### src/logic/message.hex
// One message byte per line, hex, sent in file order
48
65
6C
6C
6F
2C
20
55
41
52
54
20
6C
6F
6F
70
### src/logic/uart_pkg.sv
//----------------------------------------------------------
// UART loopback shared definitions
// Serial timing, widths, byte events and link status
//----------------------------------------------------------

package uart_pkg;

  //----------------------------------------------------------
  // Serial timing
  //----------------------------------------------------------
  // Clock cycles per serial bit
  localparam int UART_CYCLES_PER_BIT = 4;
  // Extra stop bits so a receiver can resync between frames
  localparam int UART_EXTRA_STOP_BITS = 7;
  // Start + 8 data + stop + extra stops
  localparam int UART_FRAME_BITS = 10 + UART_EXTRA_STOP_BITS;
  localparam int UART_CYCLE_BITS = $clog2(UART_CYCLES_PER_BIT);
  localparam int UART_CURSOR_BITS = $clog2(UART_FRAME_BITS);
  // Receiver offset to the bit center
  localparam int UART_HALF_BIT = UART_CYCLES_PER_BIT / 2;

  //----------------------------------------------------------
  // Message and monitor sizing
  //----------------------------------------------------------
  localparam int MSG_LEN = 16;
  localparam int MON_QUEUE_DEPTH = 4;
  localparam int MON_PTR_BITS = $clog2(MON_QUEUE_DEPTH);
  // One extra bit so a full queue is representable
  localparam int MON_FILL_BITS = $clog2(MON_QUEUE_DEPTH + 1);

  typedef logic [7:0] uart_byte_t;
  typedef logic [3:0] msg_index_t;
  // Index plus a carry bit to hold MSG_LEN itself
  typedef logic [$bits(msg_index_t):0] msg_count_t;
  typedef logic [15:0] uart_sum_t;
  typedef logic [7:0] err_count_t;
  typedef logic [UART_CYCLE_BITS-1:0] bit_cycle_t;
  typedef logic [UART_CURSOR_BITS-1:0] bit_cursor_t;
  typedef logic [MON_PTR_BITS-1:0] mon_ptr_t;
  typedef logic [MON_FILL_BITS-1:0] mon_fill_t;

  // Byte sent or byte received with a one-cycle strobe
  typedef struct packed {
    logic       strobe;
    uart_byte_t data;
  } byte_event_t;

  typedef struct packed {
    logic       done;
    uart_sum_t  sum;
    msg_count_t count;
    err_count_t errors;
  } link_status_t;

  typedef enum logic [1:0] {
    RX_IDLE,
    RX_START,
    RX_DATA,
    RX_STOP
  } rx_state_t;

endpackage

### src/logic/message_source.sv
//----------------------------------------------------------
// Message source
// Walks the stored message and feeds one byte into the
// transmitter on every clear-to-send after a start pulse
//----------------------------------------------------------
`timescale 1ns/100ps

module message_source (
  input  logic                  clk,
  input  logic                  rst_n,
  input  logic                  i_start,
  input  logic                  i_cts,
  output logic                  o_req,
  output uart_pkg::uart_byte_t  o_data,
  output uart_pkg::byte_event_t o_sent,
  output logic                  o_done
);

  // Message ROM
  uart_pkg::uart_byte_t msg_rom [uart_pkg::MSG_LEN];

  // Run control
  logic                 armed;
  uart_pkg::msg_index_t index;
  logic                 last_byte;

  initial begin
    $readmemh("/design/src/logic/message.hex", msg_rom);
  end

  //----------------------------------------------------------
  // Request decode
  //----------------------------------------------------------
  // Only ask while the transmitter is clear to send
  assign o_req = armed && i_cts;
  assign o_data = msg_rom[index];

  // Sent event shares the request cycle
  assign o_sent = '{strobe: o_req, data: o_data};

  assign last_byte = (index == uart_pkg::msg_index_t'(uart_pkg::MSG_LEN - 1));

  //----------------------------------------------------------
  // Sequencer
  //----------------------------------------------------------
  always_ff @(posedge clk or negedge rst_n) begin
    if (!rst_n) begin
      armed <= 1'b0;
      index <= '0;
      o_done <= 1'b0;
    end else begin
      if (!armed) begin
        // Start is ignored mid-run
        if (i_start) begin
          armed <= 1'b1;
          index <= '0;
          o_done <= 1'b0;
        end
      end else if (o_req) begin
        // Transmitter leaves cts next cycle, so one byte per grant
        index <= index + 1'b1;
        if (last_byte) begin
          armed <= 1'b0;
          o_done <= 1'b1;
        end
      end
    end
  end

endmodule

### src/logic/uart_tx.sv
//----------------------------------------------------------
// UART transmitter
// 8N1 frames, LSB first, plus extra stop bits for resync
//----------------------------------------------------------
`timescale 1ns/100ps

module uart_tx (
  input  logic                 clk,
  input  logic                 rst_n,
  input  uart_pkg::uart_byte_t i_data,
  input  logic                 i_req,
  output logic                 o_serial,
  output logic                 o_cts,
  output logic                 o_idle
);

  // Cycles left in the current bit
  uart_pkg::bit_cycle_t  cycle;
  // Bits left in the frame, counts down to zero
  uart_pkg::bit_cursor_t cursor;
  // Start bit in [0], data above it, ones fill in from the top
  logic [8:0]            buffer;

  logic load;
  logic stop_done;

  //----------------------------------------------------------
  // Status decode
  //----------------------------------------------------------
  // Cursor at the first stop bit, in its final cycle
  assign stop_done =
    (cursor == uart_pkg::bit_cursor_t'(uart_pkg::UART_EXTRA_STOP_BITS)) && (cycle == '0);

  // Clear to send once the real stop bit is out
  assign o_cts = stop_done ||
    (cursor < uart_pkg::bit_cursor_t'(uart_pkg::UART_EXTRA_STOP_BITS));

  assign o_idle = (cursor == '0) && (cycle == '0);

  // Line is the low bit of the buffer
  assign o_serial = buffer[0];

  // Same condition the source sees, so a granted request always loads
  assign load = o_cts && i_req;

  //----------------------------------------------------------
  // Frame shifter
  //----------------------------------------------------------
  always_ff @(posedge clk or negedge rst_n) begin
    if (!rst_n) begin
      cycle <= '0;
      cursor <= '0;
      // Line rests high
      buffer <= 9'h1FF;
    end else begin
      if (load) begin
        // New frame, may cut extra stop bits short
        cycle <= uart_pkg::bit_cycle_t'(uart_pkg::UART_CYCLES_PER_BIT - 1);
        cursor <= uart_pkg::bit_cursor_t'(uart_pkg::UART_FRAME_BITS - 1);
        buffer <= {i_data, 1'b0};
      end else if (cycle != '0) begin
        // Hold the bit
        cycle <= cycle - 1'b1;
      end else if (cursor != '0) begin
        // Next bit
        cycle <= uart_pkg::bit_cycle_t'(uart_pkg::UART_CYCLES_PER_BIT - 1);
        cursor <= cursor - 1'b1;
        buffer <= {1'b1, buffer[8:1]};
      end
    end
  end

endmodule

### src/logic/uart_rx.sv
//----------------------------------------------------------
// UART receiver
// Start-edge search, mid-bit sampling, stop-bit check;
// emits a one-cycle byte event on a good frame
//----------------------------------------------------------
`timescale 1ns/100ps

module uart_rx (
  input  logic                  clk,
  input  logic                  rst_n,
  input  logic                  i_serial,
  output uart_pkg::byte_event_t o_rx
);

  // Synchronizer and edge history
  logic [1:0] sync_q;
  logic       line_prev;
  logic       rx_line;
  logic       fall;

  uart_pkg::rx_state_t  state;
  uart_pkg::bit_cycle_t cnt;
  logic [2:0]           bit_idx;
  uart_pkg::uart_byte_t shift_q;
  logic                 strobe_q;

  logic sample;

  assign rx_line = sync_q[1];
  assign fall = line_prev && !rx_line;

  // Bit center reached
  assign sample = (cnt == '0);

  assign o_rx = '{strobe: strobe_q, data: shift_q};

  //----------------------------------------------------------
  // Input synchronizer
  //----------------------------------------------------------
  always_ff @(posedge clk or negedge rst_n) begin
    if (!rst_n) begin
      // Idle line is high
      sync_q <= 2'b11;
      line_prev <= 1'b1;
    end else begin
      sync_q <= {sync_q[0], i_serial};
      line_prev <= rx_line;
    end
  end

  //----------------------------------------------------------
  // Frame FSM
  //----------------------------------------------------------
  always_ff @(posedge clk or negedge rst_n) begin
    if (!rst_n) begin
      state <= uart_pkg::RX_IDLE;
      cnt <= '0;
      bit_idx <= '0;
      strobe_q <= 1'b0;
    end else begin
      strobe_q <= 1'b0;
      case (state)
        uart_pkg::RX_IDLE: begin
          // Falling edge marks a start bit
          if (fall) begin
            cnt <= uart_pkg::bit_cycle_t'(uart_pkg::UART_HALF_BIT - 1);
            state <= uart_pkg::RX_START;
          end
        end
        uart_pkg::RX_START: begin
          if (!sample) begin
            cnt <= cnt - 1'b1;
          end else if (!rx_line) begin
            // Start still low at its center
            cnt <= uart_pkg::bit_cycle_t'(uart_pkg::UART_CYCLES_PER_BIT - 1);
            bit_idx <= '0;
            state <= uart_pkg::RX_DATA;
          end else begin
            // Glitch
            state <= uart_pkg::RX_IDLE;
          end
        end
        uart_pkg::RX_DATA: begin
          if (!sample) begin
            cnt <= cnt - 1'b1;
          end else begin
            cnt <= uart_pkg::bit_cycle_t'(uart_pkg::UART_CYCLES_PER_BIT - 1);
            if (bit_idx == 3'd7) begin
              state <= uart_pkg::RX_STOP;
            end else begin
              bit_idx <= bit_idx + 1'b1;
            end
          end
        end
        uart_pkg::RX_STOP: begin
          if (!sample) begin
            cnt <= cnt - 1'b1;
          end else begin
            // Framing error drops the byte
            strobe_q <= rx_line;
            state <= uart_pkg::RX_IDLE;
          end
        end
        default: state <= uart_pkg::RX_IDLE;
      endcase
    end
  end

  // Data bits arrive LSB first, shift in from the top
  always_ff @(posedge clk) begin
    if ((state == uart_pkg::RX_DATA) && sample) begin
      shift_q <= {rx_line, shift_q[7:1]};
    end
  end

endmodule

### src/logic/link_monitor.sv
//----------------------------------------------------------
// Link monitor
// Pairs received bytes with sent bytes, keeps sum, count
// and mismatch totals, flags the end of a run
//----------------------------------------------------------
`timescale 1ns/100ps

module link_monitor (
  input  logic                   clk,
  input  logic                   rst_n,
  input  logic                   i_start,
  input  uart_pkg::byte_event_t  i_sent,
  input  uart_pkg::byte_event_t  i_received,
  input  logic                   i_source_done,
  output uart_pkg::link_status_t o_status
);

  // Circular queue of bytes in flight
  uart_pkg::uart_byte_t queue_mem [uart_pkg::MON_QUEUE_DEPTH];
  uart_pkg::mon_ptr_t   wr_ptr;
  uart_pkg::mon_ptr_t   rd_ptr;
  uart_pkg::mon_fill_t  fill;

  logic                   running;
  uart_pkg::link_status_t status_q;

  logic q_empty;
  logic q_full;
  logic push;
  logic pop;
  logic mismatch;

  assign q_empty = (fill == '0);
  assign q_full = (fill == uart_pkg::mon_fill_t'(uart_pkg::MON_QUEUE_DEPTH));
  assign push = i_sent.strobe && !q_full;
  assign pop = i_received.strobe && !q_empty;

  // Unexpected byte counts as an error too
  assign mismatch = i_received.strobe &&
    (q_empty || (queue_mem[rd_ptr] != i_received.data));

  assign o_status = status_q;

  //----------------------------------------------------------
  // Sent-byte queue
  //----------------------------------------------------------
  always_ff @(posedge clk) begin
    if (push) begin
      queue_mem[wr_ptr] <= i_sent.data;
    end
  end

  always_ff @(posedge clk or negedge rst_n) begin
    if (!rst_n) begin
      wr_ptr <= '0;
      rd_ptr <= '0;
      fill <= '0;
    end else begin
      if (push) begin
        wr_ptr <= wr_ptr + 1'b1;
      end
      if (pop) begin
        rd_ptr <= rd_ptr + 1'b1;
      end
      case ({push, pop})
        2'b10:   fill <= fill + 1'b1;
        2'b01:   fill <= fill - 1'b1;
        default: fill <= fill;
      endcase
    end
  end

  //----------------------------------------------------------
  // Run totals
  //----------------------------------------------------------
  always_ff @(posedge clk or negedge rst_n) begin
    if (!rst_n) begin
      running <= 1'b0;
      status_q <= '0;
    end else begin
      if (i_start && !running) begin
        // Fresh run, start during a run is ignored
        running <= 1'b1;
        status_q <= '0;
      end else begin
        if (i_received.strobe) begin
          status_q.sum <= status_q.sum + uart_pkg::uart_sum_t'(i_received.data);
          status_q.count <= status_q.count + 1'b1;
          status_q.errors <= status_q.errors + uart_pkg::err_count_t'(mismatch);
        end
        // Everything sent has come back
        if (running && i_source_done && q_empty) begin
          running <= 1'b0;
          status_q.done <= 1'b1;
        end
      end
    end
  end

endmodule

### src/logic/uart_loopback_top.sv
//----------------------------------------------------------
// UART loopback top
// Source and transmitter drive the serial line, which is
// looped into the receiver; the monitor checks the run
//----------------------------------------------------------
`timescale 1ns/100ps

module uart_loopback_top (
  input  logic                   clk,
  input  logic                   rst_n,
  input  logic                   i_start,
  output logic                   o_serial,
  output logic                   o_idle,
  output uart_pkg::byte_event_t  o_rx_event,
  output uart_pkg::link_status_t o_status
);

  // Source to transmitter
  logic                  tx_req;
  uart_pkg::uart_byte_t  tx_data;
  logic                  tx_cts;
  // Monitor feeds
  uart_pkg::byte_event_t sent_event;
  logic                  source_done;

  //----------------------------------------------------------
  // Transmit path
  //----------------------------------------------------------
  message_source u_source (
    .clk    (clk),
    .rst_n  (rst_n),
    .i_start(i_start),
    .i_cts  (tx_cts),
    .o_req  (tx_req),
    .o_data (tx_data),
    .o_sent (sent_event),
    .o_done (source_done)
  );

  uart_tx u_tx (
    .clk     (clk),
    .rst_n   (rst_n),
    .i_data  (tx_data),
    .i_req   (tx_req),
    .o_serial(o_serial),
    .o_cts   (tx_cts),
    .o_idle  (o_idle)
  );

  //----------------------------------------------------------
  // Receive path, line looped back inside
  //----------------------------------------------------------
  uart_rx u_rx (
    .clk     (clk),
    .rst_n   (rst_n),
    .i_serial(o_serial),
    .o_rx    (o_rx_event)
  );

  link_monitor u_monitor (
    .clk          (clk),
    .rst_n        (rst_n),
    .i_start      (i_start),
    .i_sent       (sent_event),
    .i_received   (o_rx_event),
    .i_source_done(source_done),
    .o_status     (o_status)
  );

endmodule

### config.mk
export PLATFORM = sky130hd
export DESIGN_NAME = uart_loopback_top
export DESIGN_NICKNAME = d
export VERILOG_FILES = /design/src/logic/uart_pkg.sv /design/src/logic/message_source.sv /design/src/logic/uart_tx.sv /design/src/logic/uart_rx.sv /design/src/logic/link_monitor.sv /design/src/logic/uart_loopback_top.sv
export SDC_FILE = /design/constraint.sdc
export NUM_CORES = 1
export LEC_CHECK = 0
export ABC_AREA = 1
export BUFFER_PORTS_ARGS = -buffer_cell sky130_fd_sc_hd__buf_2
export CAP_MARGIN = 20
export CORE_MARGIN = 2
export CORE_UTILIZATION = 40
export CTS_BUF_LIST = sky130_fd_sc_hd__clkbuf_8
export CTS_CLUSTER_SIZE = 40
export DETAILED_ROUTE_END_ITERATION = 8
export PLACE_DENSITY = 0.69
export SYNTH_ARGS = -nofsm -noshare
export SYNTH_HDL_FRONTEND = slang
export SYNTH_SLANG_ARGS = --single-unit
export TNS_END_PERCENT = 5
### constraint.sdc
create_clock -name clk -period 2.89 [get_ports clk]
set_clock_uncertainty 0.2 [all_clocks]
set_input_delay 0.578 -clock clk [delete_from_list [all_inputs] [get_ports clk]]
set_output_delay 0.578 -clock clk [all_outputs]
set_load 0.01 [all_outputs]
# --- Word-level counts from Yosys, hierarchy flattened ---
# Memory sizes are Yosys's and may differ from the RTL's.
# Index checks and enable logic that the tools add are counted.
# Widths: inputs -> output; s select.
word_totals:
  regBits: 79
  mem_bits_rw: 32
  inputBits: 3
  output_inout_bits: 41
  wordCells: 142
  mem_count: 1
memory_table:
  columns: ["memory", "depth", "word_bits", "read_ports", "rd_ports_with_merged_regs", "wr", "line_no", "text"]
  rows:
  - ["u_monitor.queue_mem", 4, 8, 1, 0, 1, "link_monitor.sv:19", "uart_pkg::uart_byte_t queue_mem [uart_pkg::MON_QUEUE_DEPTH];"]
classes:
  n_addsub: 12
  order_cmp: 1
  eq_ne: 22
  n_mux: 47
  n_reduce_logical: 38
ops:
  columns: ["op", "count"]
  rows:
  - ["$mux 30", 1]
  - ["$mux 29", 1]
  - ["$mux 9", 3]
  - ["$mux 2", 13]
  - ["$add 16x8->16", 1]
  - ["$pmux 2 s4", 2]
  - ["$mux 1", 15]
  - ["$mux 5", 3]
  - ["$ne 2x1->1 const B", 7]
  - ["$reduce_bool 2->1", 7]
  - ["$logic_and 1x1->1", 12]
  - ["$mux 3", 4]
  - ["$mux 4", 3]
  - ["$pmux 3 s2", 2]
  - ["$reduce_and 5->1", 2]
  - ["$add 8x1->8", 1]
  - ["$ne 2x2->1 const B", 4]
  - ["$ne 8x8->1", 1]
  - ["$add 3x1->3 const B", 2]
  - ["$eq 2x2->1 const B", 3]
  - ["$eq 3x3->1 const B", 2]
  - ["$logic_not 2->1", 3]
  - ["$reduce_and 3->1", 2]
  - ["$add 5x1->5 const B", 1]
  - ["17 further kinds", 25]

# --- Logic depth before layout (Yosys ltp) ---
# Gate-level depths: netlist (run 1).
depth:
  depth_word: 7
  ltp_mapped: 13

# --- By module ---
# A second synthesis (run 1) with hierarchy kept.
hier_totals:
  hier_cells: 636
  area_unflattened_um2: 5900.7
by_module_without_submodules:
  columns: ["module", "n_inst", "cells_each", "area_each_um2", "seq_area_each_um2"]
  rows:
  - ["link_monitor", 1, 393, 3621.0, 1911.8]
  - ["uart_rx", 1, 90, 959.7, 519.2]
  - ["uart_tx", 1, 104, 892.1, 411.6]
  - ["message_source", 1, 49, 427.9, 150.1]

# --- Worst setup path after synthesis (run 1) ---
# Ideal clock, no wire load.
synth_path:
  kind: "reg-to-reg"
  start: "register u_tx.cycle[0]"
  end: "register u_monitor.fill[2]"
  setup_ns: 0.131
  arrival_time_ns: 1.959
  required_time_ns: 2.559
  setup_slack_ns: 0.600
  path_stages_with_launch: 14
  n_path_buf: 0
  path_cell_list: "dfrtp_1 -> inv_1 -> ha_1 -> nand2_1 -> nand4_1 -> nand2_2 -> inv_4 -> o21ai_0 -> ha_1 -> inv_1 -> fa_1 -> a21oi_1 -> o21ai_0 -> xor2_1"
synth_via:
  elab_chain_len: 7
  elab_cells_between_ends: 9
  classes_between: "eq/ne: 2; mux: 1; reduce/logical: 6"
synth_rtl:
  columns: ["element", "line_no", "text"]
  rows:
  - ["from (decl)", "uart_tx.sv:18", "uart_pkg::bit_cycle_t cycle;"]
  - ["from (signal assigned)", "uart_tx.sv:58", "cycle <= uart_pkg::bit_cycle_t'(uart_pkg::UART_CYCLES_PER_BIT - 1);"]
  - ["from (signal assigned)", "uart_tx.sv:63", "cycle <= cycle - 1'b1;"]
  - ["from (signal assigned)", "uart_tx.sv:66", "cycle <= uart_pkg::bit_cycle_t'(uart_pkg::UART_CYCLES_PER_BIT - 1);"]
  - ["$logic_not 2->1 *", "uart_tx.sv:32", "(cursor == uart_pkg::bit_cursor_t'(uart_pkg::UART_EXTRA_STOP_BITS)) && (cycle == '0);"]
  - ["$logic_and 1x1->1 *", "uart_tx.sv:32", null]
  - ["$logic_or 1x1->1 *", "uart_tx.sv:35", "assign o_cts = stop_done ||"]
  - ["$logic_and 1x1->1 *", "message_source.sv:35", "assign o_req = armed && i_cts;"]
  - ["$logic_and 1x1->1 *", "link_monitor.sv:35", "assign push = i_sent.strobe && !q_full;"]
  - ["$eq 2x1->1 or $eq 2x2->1 (tied branches)", "link_monitor.sv:65", "case ({push, pop})"]
  - ["$pmux 3 s2 or $reduce_bool 2->1 (tied branches)", null, null]
  - ["to (signal assigned)", "link_monitor.sv:66", "2'b10: fill <= fill + 1'b1;"]
  - ["to (signal assigned)", "link_monitor.sv:67", "2'b01: fill <= fill - 1'b1;"]
  - ["to (signal assigned)", "link_monitor.sv:68", "default: fill <= fill;"]
  - ["to (decl)", "link_monitor.sv:22", "uart_pkg::mon_fill_t fill;"]
# Mark *: on every way between the ends. The rest lies on a longest branch, timed or not.
# A chain may end at the register's enable or synchronous reset.

# --- Worst setup path in the final report (run 1) ---
# Same ends and word-level chain as after synthesis.

==> results of run 1 <==
==> cell usage after synthesis (2+ instances only) <==
| cell type | instances | area share |
|---|---|---|
| sky130_fd_sc_hd__edfxtp_1 | 8 | 0.061 |
| sky130_fd_sc_hd__nor2_1 | 44 | 0.042 |
| sky130_fd_sc_hd__a21oi_1 | 19 | 0.024 |
| sky130_fd_sc_hd__nor3_2 | 3 | 0.0076 |
| sky130_fd_sc_hd__o21ai_2 | 2 | 0.0045 |
| sky130_fd_sc_hd__xnor2_1 | 2 | 0.0045 |
| sky130_fd_sc_hd__nor3b_1 | 2 | 0.0038 |
| sky130_fd_sc_hd__buf_2 | 4 | 0.0051 |
| sky130_fd_sc_hd__nand2_1 | 104 | 0.099 |
| sky130_fd_sc_hd__inv_1 | 50 | 0.048 |
| sky130_fd_sc_hd__ha_1 | 24 | 0.076 |
| sky130_fd_sc_hd__nand2_2 | 6 | 0.0095 |
| sky130_fd_sc_hd__buf_4 | 2 | 0.0038 |
| sky130_fd_sc_hd__o21ai_0 | 33 | 0.042 |
| sky130_fd_sc_hd__nand4_1 | 4 | 0.0064 |
| sky130_fd_sc_hd__inv_2 | 5 | 0.0048 |
| sky130_fd_sc_hd__nor2_2 | 3 | 0.0048 |
| sky130_fd_sc_hd__dfrtp_1 | 55 | 0.35 |
| sky130_fd_sc_hd__nand3_1 | 34 | 0.043 |
| sky130_fd_sc_hd__nand3_2 | 2 | 0.0051 |
| sky130_fd_sc_hd__dfstp_2 | 12 | 0.080 |
| sky130_fd_sc_hd__xor2_1 | 5 | 0.011 |
| sky130_fd_sc_hd__fa_1 | 2 | 0.010 |
| sky130_fd_sc_hd__o22ai_1 | 2 | 0.0032 |
| sky130_fd_sc_hd__a22o_1 | 5 | 0.011 |
| sky130_fd_sc_hd__nor3_1 | 6 | 0.0076 |
| sky130_fd_sc_hd__a31oi_1 | 2 | 0.0032 |
==> registers in the layout, indices dropped and copies added (netlist names), 2 cells and up, named ones only <==
signal,count
u_tx.cycle,2
u_monitor.fill,3
u_tx.cursor,5
u_monitor.o_status,30
u_source.index,4
u_rx.bit_idx,3
u_tx.buffer,9
u_rx.shift_q,8
u_rx.sync_q,2
u_rx.cnt,2
==> final timing paths <==
check                      slack, ps  cells past startpoint                     end
max                              480                     13       u_monitor.fill[2]
min reg2reg                      160                      0          u_rx.sync_q[1]
min                               50                      1  u_monitor.o_status[16]
max in group asynchronous       1800                      2       u_source.index[1]
max reg2reg                      480                     13       u_monitor.fill[2]
min in group clk                 160                      0          u_rx.sync_q[1]
==> area by class of cell <==
| cell class | count | share of cell area |
|---|---|---|
| Clock inverter | 5 | 0.00695 |
| Timing Repair Buffer | 46 | 0.0556 |
| Multi-Input combinational cell | 316 | 0.390 |
| Sequential cell | 75 | 0.429 |
| Tap cell | 133 | 0.0370 |
| Clock buffer | 11 | 0.0336 |
| Inverter | 56 | 0.0473 |
==> layer usage <==
metal	vias up	global-route usage	share of wire
li1	1581	-	-
met1	1454	0.197	0.47
met2	61	0.264	0.49
met3	11	0.0282	0.032
met4	0	0.0617	0.014
met5	-	0	0
==> worst max-delay path, stage by stage (launching register included) <==
cell,delay [ps]
sky130_fd_sc_hd__dfrtp_1,370
sky130_fd_sc_hd__inv_1,50
sky130_fd_sc_hd__ha_1,240
sky130_fd_sc_hd__nand2_1,80
sky130_fd_sc_hd__nand4_1,80
sky130_fd_sc_hd__nand2_2,100
sky130_fd_sc_hd__inv_4,70
sky130_fd_sc_hd__o21ai_0,80
sky130_fd_sc_hd__ha_1,170
sky130_fd_sc_hd__inv_1,70
sky130_fd_sc_hd__fa_1,380
sky130_fd_sc_hd__a21oi_1,150
sky130_fd_sc_hd__o21ai_0,110
sky130_fd_sc_hd__xor2_1,150
==> stage by stage <==
| stage | utilization | power, uW | setup slack, ps |
|---|---|---|---|
| floorplan | - | 2350 | 600 |
| global placement | 0.446 | 2610 | 573 |
| detailed placement | 0.446 | 2670 | 474 |
| CTS | 0.465 | 3410 | 466 |
| global route | 0.465 | 3670 | 240 |
| finish | 0.465 | 3370 | 482 |
==> where the power goes <==
part	total, uW	switching (uW)	internal (uW)
logic	1160	742	420
registers	1470	163	1300
clock network	736	382	355
total	3370	1290	2080
==> cell families after synthesis <==
| kind of cell | after synthesis | synth area share |
|---|---|---|
| simple gates | 213 | 0.242 |
| flops | 75 | 0.491 |
| compound gates | 70 | 0.102 |
| buf+inv | 62 | 0.0629 |
| fa+ha+maj | 26 | 0.0865 |
| xor+xnor | 7 | 0.0156 |
==> out/metrics.sh, run 1 <==
FIN_CRIT_SH=0.833
ANTENNA_CELLS=0
CORE-AREA_MM2=0.00968
CLOCK_ROOT_CELL='sky130_fd_sc_hd__clkbuf_8'
SYNTH_FF_TYPE='sky130_fd_sc_hd__dfrtp_1'
GRT_ANTENNA_BEFORE_REPAIR=0
POST_SYNTH_ARST_SHARE=0.893
MULTI_INPUT_AREA_MM2=0.00176
IO_BUFFER_COUNT=43
POWER_DENSITY_mW_PER_MM2=748
SYNTH_EDF_COUNT=8
DRT_FIRST_PASS_ITERS=4
DP.FINAL_HPWL_UM=5740
WORST_HOLD_PATH_TYPE='in2async'
ACHIEVABLE-FREQUENCY_GHz=0.415
TIMING.FINAL.HOLD_VIOLATIONS=0
DRT_ITER0_MARKERS=69
SYNTH.LIB_CELLS_USED.DISTINCT=40
REG_CLK_SLEW_REPORTED_PATHS_PS=80
AREA_GROWTH_SYN_TO_LAYOUT_PCT=14.3
SYNTH-SEQ-AREA-SHARE=0.491
NUMBER_OF_VIOLATIONS_OF_THE_MAX_CAPACITANCE_LIMIT=0
TRITONCTS_NUM_SINKS=75
HOLD_WS_PS=46.3
GRT.OVERFLOW.TOTAL=0
FINAL_NET_COUNT=533
HTREE_LEVELS=3
DESIGN.DIE.AREA_MM2=0.0107
FINAL.MIN_CLOCK_PERIOD_PS=2410
SHARE_OF_FINAL_LAYOUT_STANDARD_CELLS_STRONGER_THAN_DRIVE_STRENGTH_1=0.193
CRIT_PATH_END_KIND='flop'
SYNTHCELLS=453
FF_LATCH_AREA_MM2=0.00193
PLACEMENT.CELL_AREA_MM2=0.00432
DRT-TOTAL-WL_UM=7760
CRITICAL_PATH.REG2REG.STARTPOINT='u_tx.cycle[0]'
FIN_CELLS=642
WORST_PIN_SLEW_PS=636
YS_FF_LATCH=75
STD_CELL_ROWS=36
MAX-CLOCK-PATH-BUFFERS=2
ALL_LAYER_GR_USAGE=0.155
NET_COUNT_SYNTH=482
MOSTFREQUENTLAYOUTCELLS='sky130_fd_sc_hd__nand2_1, sky130_fd_sc_hd__dfrtp_1, sky130_fd_sc_hd__inv_1, sky130_fd_sc_hd__nor2_1, sky130_fd_sc_hd__buf_2'
CP-START-KIND='flop'
ROUTE.VIAS.TOTAL=3107
DRT-WIRELENGTH-PER-CELL_UM=12.1
FIRST_PASS_GRT_WIRE_LENGTH_UM=13100
NUMBER_OF_ROUTED_NETS_WITH_ANTENNA_VIOLATIONS=0
GRT_START_MAX_NET_PINS=42
STDCELL_AREA_MM2=0.00450
CLOCK_LATENCY_PS=340
SETUP_VIOL_COUNT_FINAL=0
INITIAL_CORE_UTILIZATION=0.406
DETAIL_ROUTE.DRC_VIOLATIONS=0
WORST-PATH-MAX-FANOUT=9
FILL_CELLS=966
CTS_BUFFERS=9
WORST_IR_DROP_VDD_uV=334
IOS=44
SLEW_HEADROOM=0.576
CP.REQUIRED_PS=2900
PINS_OVER_SLEW_LIMIT=0
POST_CTS_RESIZE_COUNT=0
GPL.FINAL_WEIGHTED_CONGESTION=0.914
TRITONCTS='built'
RUN_STATUS='complete, no violations'
WORST-ENDPOINT-ARRIVAL_PS=2420
FP.DIEW_UM=103
DIE_H_UM=103
WORST-SETUP-PATH-TYPE='reg2reg'
WORSTSETUPSTARTPOINT='u_tx.cycle[0]'
UNREPAIRED_SETUP_ENDPOINTS_AFTER_GLOBAL_ROUTING='false'
CTS_HOLD_BUF=0
SETUP_TOTAL_NEGATIVE_SLACK_PS=0
SYNTHESIS.AREA_MM2=0.00394
SYN_AVG_CELL_AREA_UM2=8.69
MOSTFREQUENTLAYOUTCELL='sky130_fd_sc_hd__nand2_1'
VIAS_PER_CELL=4.84
CTS_SETUP_BUFFERS=0
YS_WARN_COUNT=0
POWER.STATIC_LEAKAGE_uW=0.00230
NUMBER_OF_GLOBAL_ROUTE_VIAS_BEFORE_REPAIR=2970
PLACE.DETAILED.INSTANCES=626
No activity file was read; power rests on OpenSTA's default activity.
==> run 2, diff against run 1 <==
PLACE_DENSITY = 0.71   (was 0.69)
clock period = 2.1 ns   (was 2.89 ns; I/O delays follow)
==> run 2 against run 1 <==
- the run now ends with negative setup slack left
- clock power up 70%
- largest cell class unchanged
- core utilization up 1.9 points
- total power up 51%
- sequential power up 37%
- critical path depth unchanged
==> out/metrics.sh, run 2 (synthesis gave the netlist of run 1 again) <==
RUN_STATUS='finished with violations'
FAILED_CHECKS='negative setup slack'
TRITONCTS='built'
TIMING.FINAL.HOLD_VIOLATIONS=0
MOSTFREQUENTLAYOUTCELL='sky130_fd_sc_hd__nand2_1'
WORST-SETUP-PATH-TYPE='reg2reg'
ANTENNA_CELLS=0
CRIT_PATH_END_KIND='flop'
NUMBER_OF_GLOBAL_ROUTE_VIAS_BEFORE_REPAIR=3215
POWER_DENSITY_mW_PER_MM2=1080
FINAL_NET_COUNT=545
CLOCK_ROOT_CELL='sky130_fd_sc_hd__clkbuf_8'
INITIAL_CORE_UTILIZATION=0.406
GRT_ANTENNA_BEFORE_REPAIR=0
CP-START-KIND='flop'
MAX-CLOCK-PATH-BUFFERS=2
DRT_FIRST_PASS_ITERS=4
STD_CELL_ROWS=36
ROUTE.VIAS.TOTAL=3242
WORST-PATH-MAX-FANOUT=2
WORST_PIN_SLEW_PS=361
FINALPOWER_uW=5080
UNREPAIRED_SETUP_ENDPOINTS_AFTER_GLOBAL_ROUTING='true'
DESIGN.DIE.AREA_MM2=0.0107
AREA_GROWTH_SYN_TO_LAYOUT_PCT=19.0
IOS=44
FINAL.MIN_CLOCK_PERIOD_PS=2130
PINS_OVER_SLEW_LIMIT=0
CP.REQUIRED_PS=2120
FINAL_CRITICAL_PATH_SETUP_SLACK_PS=-34.1
HTREE_LEVELS=3
ALL_LAYER_GR_USAGE=0.164
DP.FINAL_HPWL_UM=5790
VIAS_PER_CELL=4.96
NUMBER_OF_ROUTED_NETS_WITH_ANTENNA_VIOLATIONS=0
DPL_WORST_SLACK_PS=-55.9
WORST_HOLD_PATH_TYPE='in2reg'
DETAIL_ROUTE.DRC_VIOLATIONS=0
CLOCK_LATENCY_PS=350
SETUP_VIOL_COUNT_FINAL=2
NUMBER_OF_VIOLATIONS_OF_THE_MAX_CAPACITANCE_LIMIT=0
MOSTFREQUENTLAYOUTCELLS='sky130_fd_sc_hd__nand2_1, sky130_fd_sc_hd__dfrtp_1, sky130_fd_sc_hd__inv_1, sky130_fd_sc_hd__nor2_1, sky130_fd_sc_hd__buf_2'
PLACE.DETAILED.INSTANCES=633
SLEW_HEADROOM=0.757
CORE-AREA_MM2=0.00968
DRT-TOTAL-WL_UM=8340
ACHIEVABLE-FREQUENCY_GHz=0.469
CTS_BUFFERS=9
TRITONCTS_NUM_SINKS=75
LARGEST_REG_FLOPS=30
DRT-WIRELENGTH-PER-CELL_UM=12.8
FIN_CELLS=654
REG_CLK_SLEW_REPORTED_PATHS_PS=80
WORST_IR_DROP_VDD_uV=652
GRT.OVERFLOW.TOTAL=0
FIRST_PASS_GRT_WIRE_LENGTH_UM=13900
GPL.FINAL_WEIGHTED_CONGESTION=0.831
FIN_CRIT_SH=1.02
SHARE_OF_FINAL_LAYOUT_STANDARD_CELLS_STRONGER_THAN_DRIVE_STRENGTH_1=0.236
DIE_H_UM=103
IO_BUFFER_COUNT=43
FP.DIEW_UM=103
GRT_START_MAX_NET_PINS=68
POWER.STATIC_LEAKAGE_uW=0.00239
DRT_ITER0_MARKERS=108
WORST-ENDPOINT-ARRIVAL_PS=2160
## run 2: cell count changes in the layout (fill, tap and decap cells not counted), sizes merged
cell and delta:
buf +11, clkinvlp -1, clkbuf -2, dlygate4sd3 +1
inv +1, bufinv +2
## run 2: worst paths after layout
kind	startpoint	to	slack (ps)	cells past startpoint
setup / recovery	u_tx.cycle[0]	u_monitor.fill[2]	-30	13
hold / removal	i_start	u_source.armed	140	3
setup reg to reg	u_tx.cycle[0]	u_monitor.fill[2]	-30	13
hold reg to reg	u_rx.sync_q[0]	u_rx.sync_q[1]	160	0
max in group asynchronous	rst_n	u_tx.buffer[0]	950	3
min in group asynchronous	rst_n	u_monitor.o_status[15]	400	3
## run 2: repair_timing
action                                  CTS  global route
buffers inserted                          3             1
hold endpoints to repair                 55             0
hold buffers                              1             0
endpoints found under the setup margin    2             7
gates resized for setup                   9             5
gates cloned                              0             0
pin swaps                                 4             4
## run 2: layer usage
layer | up-vias | wire, um | GRT usage | share of wire
met5 | - | 0 | 0 | 0
met4 | 0 | 65 | 0.0385 | 0.0078
met3 | 7 | 297 | 0.0444 | 0.036
met2 | 59 | 4120 | 0.289 | 0.49
met1 | 1567 | 3860 | 0.202 | 0.46
li1 | 1609 | - | - | -
## run 2: stage by stage
step	util	area [um2]	setup TNS, ps	hold WS [ps]
final	0.484	4690	-46.5	137
after global routing	0.484	4690	-513	149
after CTS	0.480	4650	-89.9	130
after detailed placement	0.453	4380	-55.9	148
after global placement	0.453	4380	-3.86	147
after floorplan	-	3950	-56.7	-75.6
## run 2: area by class of cell
| class | count | area (um2) |
|---|---|---|
| clock inverter | 7 | 91.3 |
| inverter | 56 | 218 |
| sequential | 75 | 1930 |
| timing repair buffer | 58 | 349 |
| fill | 914 | 5000 |
| tap | 133 | 166 |
| clock buffer | 9 | 124 |
| multi-input combinational | 316 | 1810 |
## run 2: critical path, stage by stage (launching register included)
cell and delay, ps:
sky130_fd_sc_hd__dfrtp_1 350, sky130_fd_sc_hd__inv_1 50, sky130_fd_sc_hd__ha_2 180, sky130_fd_sc_hd__nand2_1 60, sky130_fd_sc_hd__nand4_1 80, sky130_fd_sc_hd__nand2_2 110
sky130_fd_sc_hd__inv_4 40, sky130_fd_sc_hd__o21ai_2 40, sky130_fd_sc_hd__ha_2 180, sky130_fd_sc_hd__inv_2 40, sky130_fd_sc_hd__fa_2 340, sky130_fd_sc_hd__a21oi_2 110
sky130_fd_sc_hd__o21ai_1 80, sky130_fd_sc_hd__xor2_1 140
## run 2: power breakdown
| group | internal [uW] | switching [uW] |
|---|---|---|
| sequential | 1800 | 217 |
| combinational | 695 | 1130 |
| clock | 668 | 577 |
| total | 3160 | 1920 |
==> run 3, diff against run 2 <==
TNS_END_PERCENT = 50   (was 5)
==> run 3 against run 2 <==
- the run still ends with negative setup slack left
- non-clock buffer count grew 2
- core utilization up 0.43 points
- clock power is essentially flat
- hold slack better by 2.0 ps
- global-route usage is the same
- final area rose by 0.88%
- count of clock-buffer cells in the layout stayed put
- setup slack got worse by 11 ps
- total power increased by 1.1%
- combinational power up 3%
- sequential share of layout area fell by 0.36 points
- wire length grew 1.1%
- largest cell class unchanged
- largest power group unchanged
==> out/metrics.sh, run 3 (synthesis gave the netlist of run 1 again) <==
FINAL_NET_COUNT=547
DRT_FIRST_PASS_ITERS=4
SHARE_OF_FINAL_LAYOUT_STANDARD_CELLS_STRONGER_THAN_DRIVE_STRENGTH_1=0.245
DETAIL_ROUTE.DRC_VIOLATIONS=0
TRITONCTS_NUM_SINKS=75
NUMBER_OF_GLOBAL_ROUTE_VIAS_BEFORE_REPAIR=3215
WORST_IR_DROP_VDD_uV=652
GRT_ANTENNA_BEFORE_REPAIR=0
DRT_ITER0_MARKERS=105
WORST_HOLD_PATH_TYPE='in2reg'
CRIT_PATH_END_KIND='output port'
ROUTE.VIAS.TOTAL=3273
HOLD-PATH-ENDPOINT='u_source.armed'
SETUP_VIOL_COUNT_FINAL=2
DESIGN.DIE.AREA_MM2=0.0107
FILL_CELLS=911
DRT-WIRELENGTH-PER-CELL_UM=12.8
MOSTFREQUENTLAYOUTCELL='sky130_fd_sc_hd__nand2_1'
HTREE_LEVELS=3
INITIAL_CORE_UTILIZATION=0.406
MAX-CLOCK-PATH-BUFFERS=2
GRT.OVERFLOW.TOTAL=0
DRT-TOTAL-WL_UM=8430
NUMBER_OF_VIOLATIONS_OF_THE_MAX_CAPACITANCE_LIMIT=0
NUMBER_OF_ROUTED_NETS_WITH_ANTENNA_VIOLATIONS=0
WORST-ENDPOINT-ARRIVAL_PS=1520
FIN_CRIT_SH=1.02
RUN_STATUS='finished with violations'
FP.DIEW_UM=103
POWER_DENSITY_mW_PER_MM2=1090
VIAS_PER_CELL=4.99
CLOCK_ROOT_CELL='sky130_fd_sc_hd__clkbuf_8'
MULTI_INPUT_AREA_MM2=0.00183
IO_BUFFER_COUNT=43
HOLD_WS_PS=139
R2R.WORST_PATH.CELLS=13
FAILED_CHECKS='negative setup slack'
CTS_BUFFERS=9
POWER.STATIC_LEAKAGE_uW=0.00240
ANTENNA_CELLS=0
FINAL.MIN_CLOCK_PERIOD_PS=2140
CORE-AREA_MM2=0.00968
IOS=44
AREA_GROWTH_SYN_TO_LAYOUT_PCT=20.1
DPL_WORST_SLACK_PS=-55.9
TRITONCTS='built'
FIRST_PASS_GRT_WIRE_LENGTH_UM=13900
LARGEST_REG_FLOPS=30
REG2REG_SLACK_PS=-30
TIMING.FINAL.HOLD_VIOLATIONS=0
REG2REG_TO='u_monitor.fill[2]'
WORST-PATH-MAX-FANOUT=4
SLEW_HEADROOM=0.758
CLOCK_LATENCY_PS=350
CP.REQUIRED_PS=1480
PINS_OVER_SLEW_LIMIT=0
UNREPAIRED_SETUP_ENDPOINTS_AFTER_GLOBAL_ROUTING='true'
WORST_PIN_SLEW_PS=363
HOLD_PATH.STARTPOINT='i_start'
FF_LATCH_AREA_MM2=0.00193
DP.FINAL_HPWL_UM=5790
FINAL_CRITICAL_PATH_SETUP_SLACK_PS=-45.0
GPL.FINAL_WEIGHTED_CONGESTION=0.831
DIE_H_UM=103
WORST-SETUP-PATH-TYPE='reg2out'
ALL_LAYER_GR_USAGE=0.164
STD_CELL_ROWS=36
GRT_START_MAX_NET_PINS=68
MIN_PATH_CELLS=3
MOSTFREQUENTLAYOUTCELLS='sky130_fd_sc_hd__nand2_1, sky130_fd_sc_hd__dfrtp_1, sky130_fd_sc_hd__inv_1, sky130_fd_sc_hd__nor2_1, sky130_fd_sc_hd__buf_2'
CP-START-KIND='flop'
ACHIEVABLE-FREQUENCY_GHz=0.466
REG_CLK_SLEW_REPORTED_PATHS_PS=80
CRITICAL_PATH.REG2REG.STARTPOINT='u_tx.cycle[0]'
run 3: changes by cell type in the layout (fill, tap and decap cells not counted), sizes merged:
cell,delta
buf,+2
run 3: cell type report:
class / instances / area share
Timing Repair Buffer: 60 / 0.0778
Inverter: 56 / 0.0466
Clock inverter: 7 / 0.0193
Multi-Input combinational cell: 316 / 0.386
Sequential cell: 75 / 0.409
Clock buffer: 9 / 0.0262
Tap cell: 133 / 0.0352
run 3: worst max-delay path by stage:
stage / start / slack (ps) / depth (start not counted) / to
floorplan: u_tx.cursor[0] / -60 / 12 / u_monitor.fill[2]
global placement: u_tx.cycle[1] / -4 / 13 / u_monitor.fill[2]
detailed placement: u_tx.cycle[1] / -60 / 13 / u_monitor.fill[2]
CTS: u_tx.cursor[0] / -50 / 6 / o_idle
global route: u_tx.cursor[0] / -170 / 12 / u_monitor.fill[2]
finish: u_tx.cursor[0] / -40 / 7 / o_idle
run 3: what timing repair did:
action	4_1_cts	5_1_grt
buffers inserted	3	3
hold endpoints to repair	55	0
gates resized for setup	9	11
pin swaps	4	5
endpoints found under the setup margin	2	7
hold buffers	1	0
run 3: critical path: stages (launching register included):
cell and delay (ps):
sky130_fd_sc_hd__dfrtp_1 390, sky130_fd_sc_hd__buf_4 140, sky130_fd_sc_hd__buf_6 120, sky130_fd_sc_hd__inv_6 60
sky130_fd_sc_hd__ha_4 130, sky130_fd_sc_hd__nand3_4 90, sky130_fd_sc_hd__nor2_4 130, sky130_fd_sc_hd__buf_6 110
run 3: metrics by stage:
stage               TNS (ps)  std cells  utilization  total power [uW]  cell area (um2)
floorplan              -56.7        453            -              3250             3950
global placement       -3.86        633        0.453              3670             4380
detailed placement     -55.9        633        0.453              3750             4380
CTS                    -89.9        653        0.480              5070             4650
global route            -442        656        0.488              5540             4730
finish                 -76.5        656        0.488              5140             4730
run 3: routing by layer:
metal  up-vias  global-route usage  wire length, um
li1       1615                   -                -
met1      1566               0.202             3780
met2        82               0.289             4160
met3        10              0.0444              398
met4         0              0.0385               87
met5         -                   0                0
run 3: where the power goes:
group / leakage [uW] / switching, uW / internal, uW / total, uW
Combinational: 0.00137 / 1150 / 730 / 1880
Sequential: 0.000918 / 222 / 1800 / 2020
Clock: 0.000111 / 574 / 668 / 1240
Total: 0.00240 / 1940 / 3190 / 5140
